$ cat config.mk
export PLATFORM = sky130hd
export DESIGN_NAME = decodeStage
export DESIGN_NICKNAME = d
export VERILOG_FILES = /design/src/cpuPkg.sv /design/src/decodeRt.sv /design/src/decodeStage.sv
export VERILOG_INCLUDE_DIRS = /design/src /design/src/src
export SDC_FILE = /design/constraint.sdc
export NUM_CORES = 1
export LEC_CHECK = 0
export ABC_CLOCK_PERIOD_IN_PS = 7950
export BUFFER_PORTS_ARGS = -buffer_cell sky130_fd_sc_hd__buf_4
export CORE_MARGIN = 4
export CORE_UTILIZATION = 30
export DETAILED_ROUTE_END_ITERATION = 10
export GPL_ROUTABILITY_DRIVEN = 0
export PLACE_DENSITY = 0.54
export SYNTH_ARGS = -nofsm -noshare
export SYNTH_HDL_FRONTEND = slang
export SYNTH_SLANG_ARGS = --single-unit
$ cat constraint.sdc
create_clock -name clk -period 7.95 [get_ports clk]
set_input_delay 0.795 -clock clk [delete_from_list [all_inputs] [get_ports clk]]
set_output_delay 0.795 -clock clk [all_outputs]
set_load 0.05 [all_outputs]
$ cat src/cpuDefs.svh
// ========================================
// Sizes shared by the core and testbench
// INSTR_CREDITS must be a power of two, at least 2
// ========================================
`ifndef CPU_DEFS_SVH
`define CPU_DEFS_SVH

// Number of architectural registers, register 0 is hardwired to zero
`define REG_COUNT 64

// Operand and result width in bits
`define DATA_WIDTH 64

// Instruction buffer depth, also the input credits owned by the source
`define INSTR_CREDITS 2

// Output credits the core owns after reset
`define RES_CREDITS 4

`endif

$ cat src/cpuPkg.sv
// ========================================
// Types for the integer path of the core
// Only the executed subset has encodings
// ========================================
`include "cpuDefs.svh"

package cpuPkg;

	typedef logic [5:0] regspec_t;

	// ========================================
	// Instruction encodings
	// ========================================
	typedef enum logic [6:0] {
		OP_R2    = 7'd2,
		OP_ADDI  = 7'd4,
		OP_SUBFI = 7'd5,
		OP_CMPI  = 7'd6,
		OP_MULI  = 7'd7,
		OP_ANDI  = 7'd8,
		OP_ORI   = 7'd9,
		OP_EORI  = 7'd10,
		OP_SLTI  = 7'd11,
		OP_MOV   = 7'd12
	} opcode_e;

	// Function codes live in the tail field of OP_R2
	typedef enum logic [6:0] {
		FN_CMP  = 7'd3,
		FN_ADD  = 7'd4,
		FN_SUB  = 7'd5,
		FN_MUL  = 7'd6,
		FN_AND  = 7'd8,
		FN_OR   = 7'd9,
		FN_EOR  = 7'd10,
		FN_ANDC = 7'd11,
		FN_NAND = 7'd12,
		FN_NOR  = 7'd13,
		FN_ENOR = 7'd14,
		FN_ORC  = 7'd15,
		FN_SEQ  = 7'd80,
		FN_SNE  = 7'd81,
		FN_SLT  = 7'd82,
		FN_SLE  = 7'd83,
		FN_SLTU = 7'd84,
		FN_SLEU = 7'd85
	} func_e;

	// For immediate forms {tail, Rb} is a 13-bit signed immediate
	typedef struct packed {
		logic [6:0] tail;
		regspec_t   Rb;
		regspec_t   Ra;
		regspec_t   Rt;
		opcode_e    opcode;
	} instruction_t;

	// ========================================
	// Pipeline types
	// ========================================
	// Immediate forms share these; SUBF is operand B minus operand A
	typedef enum logic [4:0] {
		ALU_ADD, ALU_SUB, ALU_SUBF, ALU_CMP, ALU_MUL,
		ALU_AND, ALU_OR, ALU_EOR, ALU_ANDC, ALU_NAND,
		ALU_NOR, ALU_ENOR, ALU_ORC, ALU_SEQ, ALU_SNE,
		ALU_SLT, ALU_SLE, ALU_SLTU, ALU_SLEU, ALU_MOV
	} aluOp_e;

	// Decode register contents, operands as read from the register file
	typedef struct packed {
		logic                   valid;
		aluOp_e                 aluOp;
		logic                   useImm;
		regspec_t               Ra;
		regspec_t               Rb;
		regspec_t               Rt;
		logic [`DATA_WIDTH-1:0] opA;
		logic [`DATA_WIDTH-1:0] opB;
		logic                   illegal;
	} decodeBus_t;

	typedef struct packed {
		logic                   valid;
		regspec_t               Rt;
		logic [`DATA_WIDTH-1:0] value;
		logic                   illegal;
	} execBus_t;

	typedef struct packed {
		regspec_t               Rt;
		logic [`DATA_WIDTH-1:0] value;
		logic                   illegal;
	} resultBus_t;

endpackage

$ cat src/decodeRt.sv
// ========================================
// Target register decode, pure combinational
// Anything outside the executed subset targets register 0
// ========================================
`timescale 1ns/10ps

module decodeRt (
	input  cpuPkg::instruction_t instr,
	output cpuPkg::regspec_t     Rt
);

	import cpuPkg::*;

	always_comb
	begin
		Rt = '0;
		case (instr.opcode)
			// Register-register forms only write back for the supported functions
			OP_R2:
			begin
				case (func_e'(instr.tail))
					FN_ADD, FN_SUB, FN_CMP, FN_MUL,
					FN_AND, FN_OR, FN_EOR, FN_ANDC,
					FN_NAND, FN_NOR, FN_ENOR, FN_ORC,
					FN_SEQ, FN_SNE, FN_SLT, FN_SLE,
					FN_SLTU, FN_SLEU:
						Rt = instr.Rt;
					default:
						Rt = '0;
				endcase
			end
			// Immediate forms keep Rt in the same place as OP_R2
			OP_ADDI, OP_SUBFI, OP_CMPI, OP_MULI, OP_SLTI,
			OP_ANDI, OP_ORI, OP_EORI:
				Rt = instr.Rt;
			OP_MOV:
				Rt = instr.Rt;
			// Unknown opcodes still flow down the pipe but never write
			default:
				Rt = '0;
		endcase
	end

endmodule

$ cat src/decodeStage.sv
// ========================================
// Instruction buffer, field decode and register read
// Source must respect its credits, a push into a full buffer is lost
// ========================================
`timescale 1ns/10ps
`include "cpuDefs.svh"

module decodeStage (
	input  logic                   clk,
	input  logic                   rst,
	input  logic                   instrValid,
	input  cpuPkg::instruction_t   instr,
	input  logic                   stall,
	output cpuPkg::regspec_t       rdAddrA,
	output cpuPkg::regspec_t       rdAddrB,
	input  logic [`DATA_WIDTH-1:0] rdDataA,
	input  logic [`DATA_WIDTH-1:0] rdDataB,
	output logic                   instrCredit,
	output cpuPkg::decodeBus_t     decodeBus
);

	import cpuPkg::*;

	localparam int PtrW = $clog2(`INSTR_CREDITS);
	localparam int CntW = $clog2(`INSTR_CREDITS + 1);

	// ========================================
	// Instruction buffer
	// ========================================
	instruction_t          fifoMem [`INSTR_CREDITS];
	logic [PtrW-1:0]       wrPtr;
	logic [PtrW-1:0]       rdPtr;
	logic [CntW-1:0]       count;
	logic                  empty;
	logic                  full;
	logic                  pop;
	instruction_t          head;
	regspec_t              headRt;
	decodeBus_t            nextBus;

	assign empty = (count == '0);
	assign full  = (count == CntW'(`INSTR_CREDITS));
	// The head advances together with the rest of the pipe
	assign pop   = !stall && !empty;
	assign head  = fifoMem[rdPtr];

	// Storage has no reset, only the pointers do
	always_ff @(posedge clk)
	begin
		if (instrValid)
			fifoMem[wrPtr] <= instr;
	end

	always_ff @(posedge clk)
	begin
		if (rst)
		begin
			wrPtr       <= '0;
			rdPtr       <= '0;
			count       <= '0;
			instrCredit <= 1'b0;
		end
		else
		begin
			if (instrValid)
				wrPtr <= wrPtr + 1'b1;
			if (pop)
				rdPtr <= rdPtr + 1'b1;
			count       <= count + CntW'(instrValid) - CntW'(pop);
			// One credit goes back for each entry that leaves
			instrCredit <= pop;
		end
	end

	// ========================================
	// Field decode of the buffer head
	// ========================================
	decodeRt i_decodeRt (
		.instr(head),
		.Rt   (headRt)
	);

	// Register read runs straight off the head
	assign rdAddrA = head.Ra;
	assign rdAddrB = head.Rb;

	always_comb
	begin
		nextBus         = '0;
		nextBus.valid   = !empty;
		nextBus.Ra      = head.Ra;
		nextBus.Rb      = head.Rb;
		nextBus.Rt      = headRt;
		nextBus.opA     = rdDataA;
		nextBus.opB     = rdDataB;
		nextBus.useImm  = 1'b1;
		nextBus.aluOp   = ALU_ADD;
		case (head.opcode)
			OP_R2:
			begin
				nextBus.useImm = 1'b0;
				case (func_e'(head.tail))
					FN_ADD:  nextBus.aluOp = ALU_ADD;
					FN_SUB:  nextBus.aluOp = ALU_SUB;
					FN_CMP:  nextBus.aluOp = ALU_CMP;
					FN_MUL:  nextBus.aluOp = ALU_MUL;
					FN_AND:  nextBus.aluOp = ALU_AND;
					FN_OR:   nextBus.aluOp = ALU_OR;
					FN_EOR:  nextBus.aluOp = ALU_EOR;
					FN_ANDC: nextBus.aluOp = ALU_ANDC;
					FN_NAND: nextBus.aluOp = ALU_NAND;
					FN_NOR:  nextBus.aluOp = ALU_NOR;
					FN_ENOR: nextBus.aluOp = ALU_ENOR;
					FN_ORC:  nextBus.aluOp = ALU_ORC;
					FN_SEQ:  nextBus.aluOp = ALU_SEQ;
					FN_SNE:  nextBus.aluOp = ALU_SNE;
					FN_SLT:  nextBus.aluOp = ALU_SLT;
					FN_SLE:  nextBus.aluOp = ALU_SLE;
					FN_SLTU: nextBus.aluOp = ALU_SLTU;
					FN_SLEU: nextBus.aluOp = ALU_SLEU;
					default: nextBus.illegal = 1'b1;
				endcase
			end
			OP_ADDI:  nextBus.aluOp = ALU_ADD;
			// Immediate minus Ra
			OP_SUBFI: nextBus.aluOp = ALU_SUBF;
			OP_CMPI:  nextBus.aluOp = ALU_CMP;
			OP_MULI:  nextBus.aluOp = ALU_MUL;
			OP_SLTI:  nextBus.aluOp = ALU_SLT;
			OP_ANDI:  nextBus.aluOp = ALU_AND;
			OP_ORI:   nextBus.aluOp = ALU_OR;
			OP_EORI:  nextBus.aluOp = ALU_EOR;
			OP_MOV:   nextBus.aluOp = ALU_MOV;
			default:  nextBus.illegal = 1'b1;
		endcase
		// Immediate is bits 31..19, sign extended
		if (nextBus.useImm)
			nextBus.opB = {{(`DATA_WIDTH-13){head.tail[6]}}, head.tail, head.Rb};
	end

	// Decode register, only valid is cleared by reset
	always_ff @(posedge clk)
	begin
		if (rst)
			decodeBus.valid <= 1'b0;
		else if (!stall)
			decodeBus <= nextBus;
	end

	// The source only pushes with a credit in hand, so it never finds the buffer full
	a_noPushWhenFull: assert property (@(posedge clk) disable iff (rst)
		!(instrValid && full));

endmodule

==> results.toml <==
[synthesis]
synth_top_area_cell = "edfxtp_1"
yosysWarnings = 0
syn_area_per_cell_sq_um = 17.61
synth_simple_gate_area_frac = 0.06108
yosysUniqueCellTypes = 52
synth-seq-area-share = 0.7811
synthCells = 484
synth-xor-area-share = 0.005139
synth_area_leaders = "edfxtp_1, a21o_1, nor2_1"
synthMuxAreaShare = 0.03979
synth_fa_ha_area_frac = 0.002936
syn_nets = 650
synth_seq_cells = 224
syn-cell-area_sq_um = 8522
synth_top_family_by_area = "compound AO/OA/AOI/OAI gates"
synth_compound_gate_area_share = 0.08281
synth_top_area_frac = 0.7646

[placed_design]
io_buffers = 330
place_hpwl_microns = 16250

[global_route]
overflow = 0
grt_max_degree = 140
antenna_found_initial = 1
grt_pass1_vias = 5505
grt_pass1_wl_microns = 33240
grt_use_total = 0.1378

[clock_network]
cts_buffers = 26
cts_max_level = 1
cts_setup_buffers = 0
clock_sinks = 224
path_clk_slew_ns = 0.06
cts_hold_buf = 0
cts-root-buf = "clkbuf_16"
cts_tree = "done"
cts_resized = 0
clockBufferDepth = 3
clkLatencyLatePin_ns = 0.52

[sta]
period_share = 0.4501
hold_viol_final = 0
finalSetupTns_ns = 0
fmax_mhz = 279.5
finalSetupViolCount = 0
rsz0062_at_grt = "no"
slew_viol_final = 0
timing.final.crit_period_ns = 3.578
worst_pin_slew_ns = 0.9949
finClkSkew_ns = 0.01545
relSlewSlack = 0.3367

[worst_setup_path]
end_kind = "register"
critPathLaunchType = "register"
crit_required_ns = 8.21
setup.worst_path.class = "register to register"
r2r_slack_ns = 4.37
r2r_cells = 7
worstPathMaxFanout = 64
arrival_ns = 3.84

[floorplan]
io_pins = 331
num_rows = 61
start_util = 0.3051
die_x_microns = 176.5
die-area_sq_um = 31170
core_area_sq_um = 27930
die_h_microns = 176.5

[finish]
mostFrequentLayoutCells = "buf_4, edfxtp_1, a21o_1"
post-route-util = 0.4346
ff_latch_area_sq_um = 6658
drive_above_1_share = 0.4790
final_common_cell = "buf_4"
multi_input_area_sq_um = 1654
fillers = 2590
area_growth_syn_to_layout_pct = 42.46
fin_nets = 980

[pwr]
total_leakage_power_nw = 4.934
p_seq_frac = 0.430
p_clk_frac = 0.337
p_per_area_nw_per_um2 = 278.3
ir_drop_mv = 0.1762
power.internal_mw = 2.382
pwr-share-comb = 0.233
p_switching_mw = 0.9967
swShare = 0.2950

[detailed_routing]
wire_per_inst_microns = 18.82
antenna_left = 0
drtIter0Drc = 281
route.detailed.drc = 0
vias = 5342
wirelength_microns = 22810
avgViaCountPerCell = 4.408
drtPass1Iterations = 4

[flow_run]
cap_violations = 0

[worst_hold_path]
holdCritPathClass = "primary input to register"
min_delay_path_depth = 1

[outcome]
status = "finished, final reports clean"
==> power groups by stage <==
stage | registers (mW) | logic [mW] | clock network, mW
global route | 1.46 | 0.842 | 1.24
CTS | 1.45 | 0.797 | 1.18
finish | 1.45 | 0.787 | 1.14
global placement | 1.48 | 0.789 | 0
floorplan | 1.70 | 0.354 | 0
detailed placement | 1.48 | 0.795 | 0
==> layout make-up <==
class,instances,share of cell area
multi-input cells,224,0.1362
clock inverters,15,0.01020
repair buffers,334,0.2076
flip-flops and latches,224,0.5484
well taps,378,0.03896
diodes,1,0.0002061
clock buffers,32,0.05720
inverters,4,0.001237
==> routing by layer <==
metal / GRT usage / share of wire / vias to the layer above / wire length (microns)
li1: - / - / 2524 / -
met1: 0.1547 / 0.36 / 2550 / 8241
met2: 0.2405 / 0.50 / 240 / 11500
met3: 0.06060 / 0.11 / 28 / 2623
met4: 0.03514 / 0.020 / 0 / 450
met5: 0 / 0 / - / 0
==> metrics by stage <==
step	power [mW]	setup slack [ns]	std cells	hold slack, ns	area (sq um)
floorplan	2.052	2.547	484	0.4813	8524
global placement	2.267	4.377	1164	0.4468	11320
detailed placement	2.274	4.306	1164	0.4502	11320
CTS	3.434	4.302	1211	0.4146	12140
global route	3.543	3.991	1212	0.4176	12140
finish	3.378	4.372	1212	0.4515	12140
==> path summary, 6_finish.rpt <==
kind                   from              to
min reg2reg  decodeBus[153]  decodeBus[153]
max                register   decodeBus[20]
min             rdDataA[36]  decodeBus[101]
max reg2reg        register   decodeBus[20]
==> logic make-up after synthesis <==
group                      count (synthesis)
adders and majority gates                  2
and+or+nand+nor                           93
AOI/OAI and AO/OA                         93
DFF                                      224
muxes                                     31
buffers and inverters                     36
xor gates and xnor gates                   5
==> cells in the mapped netlist, drive strengths merged <==
cell type  number
a21o           52
xnor2           4
o21ai           5
mux2i          17
a2111oi         1
and2            2
inv             4
nand3           1
nor3            5
edfxtp        217
or3             1
and3            2
nor4b           4
nor2b           4
and4b           1
clkbuf          1
a31oi           2
nor4            3
dfxtp           7
nor2           49
o21bai          1
nor3b           6
o211ai          2
nor4bb          2
a221oi          2
o32ai           2
buf            31
o22ai           7
nand2           6
nand3b          2
a21oi          13
o41ai           1
or2             1
o31ai           3
a211oi          2
mux2           14
xor2            1
and3b           4
ha              2
==> registers in the layout, summed over array words and instances (netlist names), named ones only <==
register / cells
decodeBus: 154
fifoMem: 64
instrCredit: 1
wrPtr: 1
count: 2
rdPtr: 1
==> critical path, stage by stage (launching register included) <==
cell     delay (ns)
dfxtp_2        0.31
buf_4          0.53
mux2i_1        0.72
nand2_2        0.27
nor2_8         0.82
nor2_4         0.05
buf_4          0.34
a21o_1         0.23
No activity file was read; power rests on OpenSTA's default activity.
