--- src/cpuDefs.svh ---
// ========================================
// Sizes shared by the core and testbench
// INSTR_CREDITS must be a power of two, at least 2
// ========================================
`ifndef CPU_DEFS_SVH
`define CPU_DEFS_SVH

// Number of architectural registers, register 0 is hardwired to zero
`define REG_COUNT 64

// Operand and result width in bits
`define DATA_WIDTH 64

// Instruction buffer depth, also the input credits owned by the source
`define INSTR_CREDITS 2

// Output credits the core owns after reset
`define RES_CREDITS 4

`endif

--- src/cpuPkg.sv ---
// ========================================
// Types for the integer path of the core
// Only the executed subset has encodings
// ========================================
`include "cpuDefs.svh"

package cpuPkg;

	typedef logic [5:0] regspec_t;

	// ========================================
	// Instruction encodings
	// ========================================
	typedef enum logic [6:0] {
		OP_R2    = 7'd2,
		OP_ADDI  = 7'd4,
		OP_SUBFI = 7'd5,
		OP_CMPI  = 7'd6,
		OP_MULI  = 7'd7,
		OP_ANDI  = 7'd8,
		OP_ORI   = 7'd9,
		OP_EORI  = 7'd10,
		OP_SLTI  = 7'd11,
		OP_MOV   = 7'd12
	} opcode_e;

	// Function codes live in the tail field of OP_R2
	typedef enum logic [6:0] {
		FN_CMP  = 7'd3,
		FN_ADD  = 7'd4,
		FN_SUB  = 7'd5,
		FN_MUL  = 7'd6,
		FN_AND  = 7'd8,
		FN_OR   = 7'd9,
		FN_EOR  = 7'd10,
		FN_ANDC = 7'd11,
		FN_NAND = 7'd12,
		FN_NOR  = 7'd13,
		FN_ENOR = 7'd14,
		FN_ORC  = 7'd15,
		FN_SEQ  = 7'd80,
		FN_SNE  = 7'd81,
		FN_SLT  = 7'd82,
		FN_SLE  = 7'd83,
		FN_SLTU = 7'd84,
		FN_SLEU = 7'd85
	} func_e;

	// For immediate forms {tail, Rb} is a 13-bit signed immediate
	typedef struct packed {
		logic [6:0] tail;
		regspec_t   Rb;
		regspec_t   Ra;
		regspec_t   Rt;
		opcode_e    opcode;
	} instruction_t;

	// ========================================
	// Pipeline types
	// ========================================
	// Immediate forms share these; SUBF is operand B minus operand A
	typedef enum logic [4:0] {
		ALU_ADD, ALU_SUB, ALU_SUBF, ALU_CMP, ALU_MUL,
		ALU_AND, ALU_OR, ALU_EOR, ALU_ANDC, ALU_NAND,
		ALU_NOR, ALU_ENOR, ALU_ORC, ALU_SEQ, ALU_SNE,
		ALU_SLT, ALU_SLE, ALU_SLTU, ALU_SLEU, ALU_MOV
	} aluOp_e;

	// Decode register contents, operands as read from the register file
	typedef struct packed {
		logic                   valid;
		aluOp_e                 aluOp;
		logic                   useImm;
		regspec_t               Ra;
		regspec_t               Rb;
		regspec_t               Rt;
		logic [`DATA_WIDTH-1:0] opA;
		logic [`DATA_WIDTH-1:0] opB;
		logic                   illegal;
	} decodeBus_t;

	typedef struct packed {
		logic                   valid;
		regspec_t               Rt;
		logic [`DATA_WIDTH-1:0] value;
		logic                   illegal;
	} execBus_t;

	typedef struct packed {
		regspec_t               Rt;
		logic [`DATA_WIDTH-1:0] value;
		logic                   illegal;
	} resultBus_t;

endpackage

--- src/resultStage.sv ---
// ========================================
// Output credits, writeback and result register
// Consumer must never return more credits than it was sent beats
// ========================================
`timescale 1ns/10ps
`include "cpuDefs.svh"

module resultStage (
	input  logic                   clk,
	input  logic                   rst,
	input  cpuPkg::execBus_t       execBus,
	input  logic                   resCredit,
	output logic                   stall,
	output logic                   we,
	output cpuPkg::regspec_t       wrAddr,
	output logic [`DATA_WIDTH-1:0] wrData,
	output logic                   resValid,
	output cpuPkg::resultBus_t     res
);

	localparam int CrW = $clog2(`RES_CREDITS + 1);

	logic [CrW-1:0] credits;
	logic           issue;

	// A beat goes out whenever a result waits and a credit is held
	assign issue = execBus.valid && credits != '0;
	// A credit returned this cycle only counts from the next one
	assign stall = execBus.valid && credits == '0;

	// Writeback happens at the same edge as the beat is registered
	assign we     = issue && execBus.Rt != '0 && !execBus.illegal;
	assign wrAddr = execBus.Rt;
	assign wrData = execBus.value;

	always_ff @(posedge clk)
	begin
		if (rst)
		begin
			credits  <= CrW'(`RES_CREDITS);
			resValid <= 1'b0;
		end
		else
		begin
			credits  <= credits - CrW'(issue) + CrW'(resCredit);
			resValid <= issue;
		end
	end

	// Result payload has no reset, resValid qualifies it
	always_ff @(posedge clk)
	begin
		if (issue)
		begin
			res.Rt      <= execBus.Rt;
			res.value   <= execBus.value;
			res.illegal <= execBus.illegal;
		end
	end

	// Consumer returns at most the credits it was given
	a_creditLimit: assert property (@(posedge clk) disable iff (rst)
		credits <= CrW'(`RES_CREDITS));

endmodule

--- config.mk ---
export PLATFORM = sky130hd
export DESIGN_NAME = resultStage
export DESIGN_NICKNAME = d
export VERILOG_FILES = /design/src/cpuPkg.sv /design/src/resultStage.sv
export VERILOG_INCLUDE_DIRS = /design/src /design/src/src
export SDC_FILE = /design/constraint.sdc
export NUM_CORES = 1
export LEC_CHECK = 0
export ABC_AREA = 1
export BUFFER_PORTS_ARGS = -buffer_cell sky130_fd_sc_hd__buf_2
export CAP_MARGIN = 20
export CORE_MARGIN = 8
export CORE_UTILIZATION = 30
export DETAILED_ROUTE_END_ITERATION = 7
export SYNTH_ARGS = -nofsm -noshare
export SYNTH_HDL_FRONTEND = slang
export SYNTH_SLANG_ARGS = --single-unit
export TNS_END_PERCENT = 100
--- constraint.sdc ---
create_clock -name clk -period 4.8 [get_ports clk]
set_clock_uncertainty 0.05 [all_clocks]
set_input_delay 0.24 -clock clk [delete_from_list [all_inputs] [get_ports clk]]
set_output_delay 0.24 -clock clk [all_outputs]
set_load 0.02 [all_outputs]
==> impl_metrics.env, run 1 <==
export IMPL_status="finished clean"
export IMPL_grt_max_degree=72
export IMPL_drive_above_1_share_pct=68.0
export IMPL_worstMarginPinSlew_ns=0.879
export IMPL_cts_tree="yes"
export IMPL_clock_tree_root_cell="clkbuf_8"
export IMPL_synth_top_cell_area_share_pct=73.3
export IMPL_path_clk_slew_ns=0.08
export IMPL_ys_seq_area_share_pct=76.1
export IMPL_ys_flop_type="edfxtp_1"
export IMPL_syn_cell_area_mm2=0.00291
export IMPL_ys_async_sr_fraction_pct=0
export IMPL_critPathLaunchType="flip-flop"
export IMPL_vias=1813
export IMPL_cap_viol_max_count=0
export IMPL_worstSetupPathType="flip-flop to flip-flop"
export IMPL_cp_slowest_stage_delay_ns=0.37
export IMPL_finalPower_w=0.00184
export IMPL_port_buffer_count=218
export IMPL_reg2reg_depth=12
export IMPL_wl_met1_um=2470
export IMPL_cp_arrival_ns=2.11
export IMPL_top_layer="met4"
export IMPL_path_common_cell="inv_1"
export IMPL_placementRows=36
export IMPL_dpl_hpwl_um=5830
export IMPL_numClockSinks=75
export IMPL_cts_hold_buffers_added=0
export IMPL_ys_top_cells_by_area="edfxtp_1 (73%), buf_4 (18%), dfxtp_1 (2.8%)"
export IMPL_start_util_pct=30.3
export IMPL_fmax_mhz=531
export IMPL_finalCritPeriodShare_pct=39.3
export IMPL_syn_inst=179
export IMPL_hold_path_depth=1
export IMPL_viasPerCell=3.80
export IMPL_first_pass_iters=4
export IMPL_setup_viol=0
export IMPL_crit_chain="nor2_1 > nand2_2 > nand2_1 > inv_2 > ha_1 > inv_1 > ha_1 > inv_1 > fa_1 > inv_1 > nand3_1 > nand3_1"
export IMPL_place_congestion=0.724
export IMPL_antenna_left=0
export IMPL_synth_commonest_cells="edfxtp_1 (71), buf_4 (70), inv_1 (11)"
export IMPL_slew_headroom_pct=41.4
export IMPL_postCtsResizedCells=0
export IMPL_dr_wl_met2_um=3810
export IMPL_p_per_area_mw_per_mm2=475
export IMPL_peakVddDrop_mv=0.306
export IMPL_endpoint_kind="flip-flop"
export IMPL_avgSynthCellArea_um2=16.2
export IMPL_clockBufferDepth=2
export IMPL_synth_edf_count=71
export IMPL_grt_use_total_pct=10.2
export IMPL_die_w_um=114
export IMPL_die_h_um=114
export IMPL_wirelength_um=7240
export IMPL_io_pin_count=219
export IMPL_nNetsFinal=418
export IMPL_maxSlewViolCount=0
export IMPL_tns_ns=0
export IMPL_grt_pass1_vias=1887
export IMPL_yosys_cell_count_top_type="edfxtp_1"
export IMPL_clock_latency_ns=0.33
export IMPL_wl_per_cell_um=15.2
export IMPL_synth_area_leader_cell="edfxtp_1"
export IMPL_worstPathMaxFanout=4
export IMPL_grt_pass1_wl_um=9980
export IMPL_ys_types=11
export IMPL_postCtsSetupRepairBufs=0
export IMPL_crit_required_ns=5.03
export IMPL_route_met3_wl_um=886
export IMPL_hold_class="input pin to flip-flop"
export IMPL_syn_to_final_growth_pct=32.9
export IMPL_ys_ff_latch=75
export IMPL_overflow=0
export IMPL_htreeDepth=3
export IMPL_antenna_found_initial=0
export IMPL_numCtsBuffers=9
export IMPL_grt_setup_unrepaired="no"
export IMPL_drc=0
export IMPL_p_leak_nw=1.80
export IMPL_min_period_ns=1.88
export IMPL_critPathSlowestCell="fa_1"
export IMPL_hold_viol_final=0
export IMPL_core_region_area_mm2=0.00959
export IMPL_ys_warnings_count=0
export IMPL_die_area_mm2=0.0131
export IMPL_drtIter0Drc=31
export IMPL_syn_nets=257
export IMPL_diodes=0
## worst max-delay path, delay by kind of cell (launching register included)
kind	cells	cell delay [ns]
fa+ha+maj	3	0.76
flops	1	0.35
buf+inv	4	0.21
simple gates	5	0.45
## path summary, 6_finish.rpt
kind / start / endpoint / slack, ns
max reg2reg: credits[1]$_SDFF_PP0_ / credits[2]$_SDFF_PP1_ / 2.92
min: execBus[50] / res[50]$_DFFE_PP_ / 0.04
min reg2reg: credits[2]$_SDFF_PP1_ / credits[2]$_SDFF_PP1_ / 0.53
max: credits[1]$_SDFF_PP0_ / credits[2]$_SDFF_PP1_ / 2.92
## cells by family (layout without fill, tap and decap cells)
| family | count (synthesis) | in the layout | share of synthesized area [%] |
|---|---|---|---|
| fa+ha+maj | 3 | 3 | 1.55 |
| simple gates | 20 | 20 | 2.88 |
| buf+inv | 81 | 246 | 19.5 |
| flops | 75 | 75 | 76.1 |
## state kept, by name, indices dropped and copies added, names as in the netlist
register,cells
res,71
resValid,1
credits,3
## through the flow
step | hold slack (ns) | utilization (%) | cell area (um^2) | setup WS, ns | std cells
floorplan | 0.257 | - | 2910 | 1.49 | 179
global placement | 0.377 | 38.0 | 3650 | 2.97 | 461
detailed placement | 0.380 | 38.0 | 3650 | 2.92 | 461
CTS | 0.0107 | 40.2 | 3850 | 2.89 | 476
global route | 0.00158 | 40.3 | 3860 | 2.73 | 477
finish | 0.0380 | 40.3 | 3860 | 2.92 | 477
## metal layers
| metal | global-route usage (%) | vias up |
|---|---|---|
| li1 | - | 866 |
| met1 | 9.55 | 828 |
| met2 | 18.3 | 113 |
| met3 | 5.38 | 6 |
| met4 | 3.99 | 0 |
| met5 | 0 | - |
## layout make-up
cell class	instances	area (um^2)
Tap cell	133	166
Sequential cell	75	2210
Clock inverter	5	78.8
Clock buffer	10	128
Fill cell	902	5730
Multi-Input combinational cell	23	129
Inverter	11	41.3
Timing Repair Buffer	220	1110
## layout by cell type (no fill, tap or decap), drive strengths merged
cell / instances
buf: 219
bufinv: 2
clkbuf: 10
clkinv: 1
clkinvlp: 2
dfxtp: 4
dlygate4sd3: 1
edfxtp: 71
fa: 1
ha: 2
inv: 11
nand2: 7
nand3: 3
nor2: 9
or2: 1
## power by group
| part | leakage [nW] | internal (W) | switching [W] |
|---|---|---|---|
| clock | 0.0960 | 0.000288 | 0.000215 |
| combinational | 0.988 | 0.000133 | 0.000318 |
| sequential | 0.720 | 0.000855 | 0.0000278 |
| total | 1.80 | 0.00128 | 0.000560 |
Power figures use the tool's default switching activity.
==> run 2: changes to the inputs <==
--- a/config.mk
+++ b/config.mk
@@ -12,6 +12,7 @@
 export CORE_MARGIN = 8
 export CORE_UTILIZATION = 30
 export DETAILED_ROUTE_END_ITERATION = 7
+export PLACE_DENSITY = 0.65
 export SYNTH_ARGS = -nofsm -noshare
 export SYNTH_HDL_FRONTEND = slang
 export SYNTH_SLANG_ARGS = --single-unit
==> constraint.sdc (replaced) <==
create_clock -name clk -period 1.6 [get_ports clk]
set_clock_uncertainty 0.05 [all_clocks]
set_input_delay 0.08 -clock clk [delete_from_list [all_inputs] [get_ports clk]]
set_output_delay 0.08 -clock clk [all_outputs]
set_load 0.02 [all_outputs]
==> run 2 against run 1 <==
Utilization increased by 8.5 points. Sequential power increased to 3.0 times the previous value. Worst hold slack improved by 0.014 ns. Final cell count increased by 17%. Sequential share of layout area decreased by 10 points. Critical path depth decreased by 2. Critical endpoint is now credits[1]$_SDFF_PP0_. First-iteration DRC count increased by 140%. Combinational power increased to 3.7 times the previous value. Wire length increased by 22%. The flow now finishes with violations (setup timing). Register-to-register slack got worse by 3.2 ns.
==> impl_metrics.env, run 2 (synthesis results as in run 1) <==
export IMPL_status="finished with violations"
export IMPL_violations="setup timing"
export IMPL_slew_headroom_pct=42.0
export IMPL_wirelength_um=8850
export IMPL_route_met3_wl_um=1010
export IMPL_antenna_found_initial=0
export IMPL_tns_ns=-12.66
export IMPL_reg2reg_depth=10
export IMPL_r2r_end="credits[1]$_SDFF_PP0_"
export IMPL_hold_path_depth=4
export IMPL_hold_viol_final=0
export IMPL_start_util_pct=30.3
export IMPL_setup_viol=73
export IMPL_nNetsFinal=496
export IMPL_numClockSinks=75
export IMPL_drtIter0Drc=75
export IMPL_clock_tree_root_cell="clkbuf_8"
export IMPL_die_h_um=114
export IMPL_grt_max_degree=72
export IMPL_hold_class="input pin to flip-flop"
export IMPL_ff2ff_setup_slack_ns=-0.24
export IMPL_placementRows=36
export IMPL_cap_viol_max_count=0
export IMPL_clockBufferDepth=2
export IMPL_p_leak_nw=2.13
export IMPL_grt_setup_unrepaired="yes"
export IMPL_dpl_hpwl_um=5950
export IMPL_min_period_ns=1.84
export IMPL_layout_setup_ws_ns=-0.241
export IMPL_combPwrFrac_pct=28.2
export IMPL_syn_to_final_growth_pct=61.1
export IMPL_endpoint_kind="flip-flop"
export IMPL_largestRegisters="res (71), credits (3), resValid (1)"
export IMPL_final_common_cell="buf_2"
export IMPL_largest_reg_flops=71
export IMPL_first_pass_iters=4
export IMPL_numCtsBuffers=9
export IMPL_vias=2159
export IMPL_die_w_um=114
export IMPL_io_pin_count=219
export IMPL_dr_wl_met2_um=4790
export IMPL_fmax_mhz=543
export IMPL_crit_required_ns=1.78
export IMPL_max_flop_register="res"
export IMPL_place_area_mm2=0.00372
export IMPL_top_layer="met4"
export IMPL_worstMarginPinSlew_ns=0.869
export IMPL_finalCritPeriodShare_pct=115
export IMPL_path_clk_slew_ns=0.08
export IMPL_grt_use_total_pct=12.7
export IMPL_whs_ns=0.0523
export IMPL_worstPathMaxFanout=2
export IMPL_place_congestion=0.806
export IMPL_viasPerCell=3.88
export IMPL_switching_power_w=0.00183
export IMPL_port_buffer_count=218
export IMPL_cp_arrival_ns=2.03
export IMPL_wl_met1_um=2950
export IMPL_multi_input_area_um2=169
export IMPL_grt_pass1_wl_um=12800
export IMPL_r2r_start="credits[1]$_SDFF_PP0_"
export IMPL_fillers=844
export IMPL_hold_path_end="credits[0]$_SDFF_PP0_"
export IMPL_cts_tree="yes"
export IMPL_grt_pass1_vias=2416
export IMPL_p_per_area_mw_per_mm2=1260
export IMPL_critPathLaunchType="flip-flop"
export IMPL_wl_per_cell_um=15.9
export IMPL_htreeDepth=3
export IMPL_antenna_left=0
export IMPL_p_seq_share_pct=45.1
export IMPL_worstHoldStart="resCredit"
export IMPL_peakVddDrop_mv=0.810
export IMPL_final_cell_area_mm2=0.00468
export IMPL_final_cell_mix="buf_2 (218), dlygate4sd3_1 (72), edfxtp_1 (71), clkbuf_8 (9)"
export IMPL_worstSetupPathType="flip-flop to flip-flop"
export IMPL_maxSlewViolCount=0
export IMPL_ff_latch_area_mm2=0.00221
export IMPL_overflow=0
export IMPL_drive_above_1_share_pct=59.6
export IMPL_power_switching_share_pct=31.1
export IMPL_core_region_area_mm2=0.00959
export IMPL_clkPwrFrac_pct=26.7
export IMPL_p_int_w=0.00407
export IMPL_die_area_mm2=0.0131
export IMPL_diodes=0
export IMPL_clock_latency_ns=0.34
export IMPL_drc=0
## run 2: critical path: stages (launching register included)
cell and delay [ns]:
dfxtp_2 0.34, nor2_4 0.11, nand2_2 0.07, nand2_2 0.09
clkinvlp_4 0.11, ha_4 0.22, inv_2 0.06, ha_4 0.11
inv_2 0.03, fa_2 0.51, nor2_2 0.03
## run 2: repair_timing
action                                  CTS  global route
setup buffers                             2             1
pin swaps                                 4             0
hold buffers                             72             0
endpoints found under the setup margin   73            74
hold endpoints to repair                 75             0
gates resized for setup                   0             2
## run 2: worst max path at each step
| stage | end | slack (ns) | from |
|---|---|---|---|
| 2_1_floorplan | credits[1]$_SDFF_PP0_ | -1.30 | credits[2]$_SDFF_PP1_ |
| 3_3_place_gp | credits[1]$_SDFF_PP0_ | -0.22 | credits[2]$_SDFF_PP1_ |
| 6_report | credits[1]$_SDFF_PP0_ | -0.24 | credits[1]$_SDFF_PP0_ |
| 5_1_grt | credits[1]$_SDFF_PP0_ | -0.32 | credits[1]$_SDFF_PP0_ |
| 4_1_cts | credits[1]$_SDFF_PP0_ | -0.24 | credits[1]$_SDFF_PP0_ |
| 3_5_place_dp | credits[1]$_SDFF_PP0_ | -0.26 | credits[2]$_SDFF_PP1_ |
## run 2: stage by stage
step / utilization (%) / worst slack [ns] / power [W] / std cells
2_1_floorplan: - / -1.30 / 0.00367 / 179
3_3_place_gp: 38.7 / -0.222 / 0.00415 / 465
3_5_place_dp: 38.7 / -0.262 / 0.00419 / 465
4_1_cts: 48.7 / -0.237 / 0.00595 / 555
5_1_grt: 48.8 / -0.323 / 0.00620 / 556
6_report: 48.8 / -0.241 / 0.00590 / 556
## run 2: cell type report
| type | count | area share (%) |
|---|---|---|
| Tap cell | 133 | 3.55 |
| Clock inverter | 6 | 1.90 |
| Timing Repair Buffer | 298 | 40.0 |
| Multi-Input combinational cell | 23 | 3.61 |
| Sequential cell | 75 | 47.3 |
| Inverter | 11 | 0.962 |
| Clock buffer | 10 | 2.73 |
## run 2: power by group through the flow
stage	combinational, W	clock (W)	sequential, W
after floorplan	0.000572	0	0.00310
after global placement	0.00147	0	0.00269
after detailed placement	0.00149	0	0.00270
after CTS	0.00165	0.00164	0.00265
after global routing	0.00178	0.00173	0.00270
final	0.00166	0.00157	0.00266
## run 2: layer usage
layer  GRT usage (%)  vias up
met5               0        -
met4            4.61        0
met3            6.12       10
met2            24.7      131
met1            10.9     1002
li1                -     1016
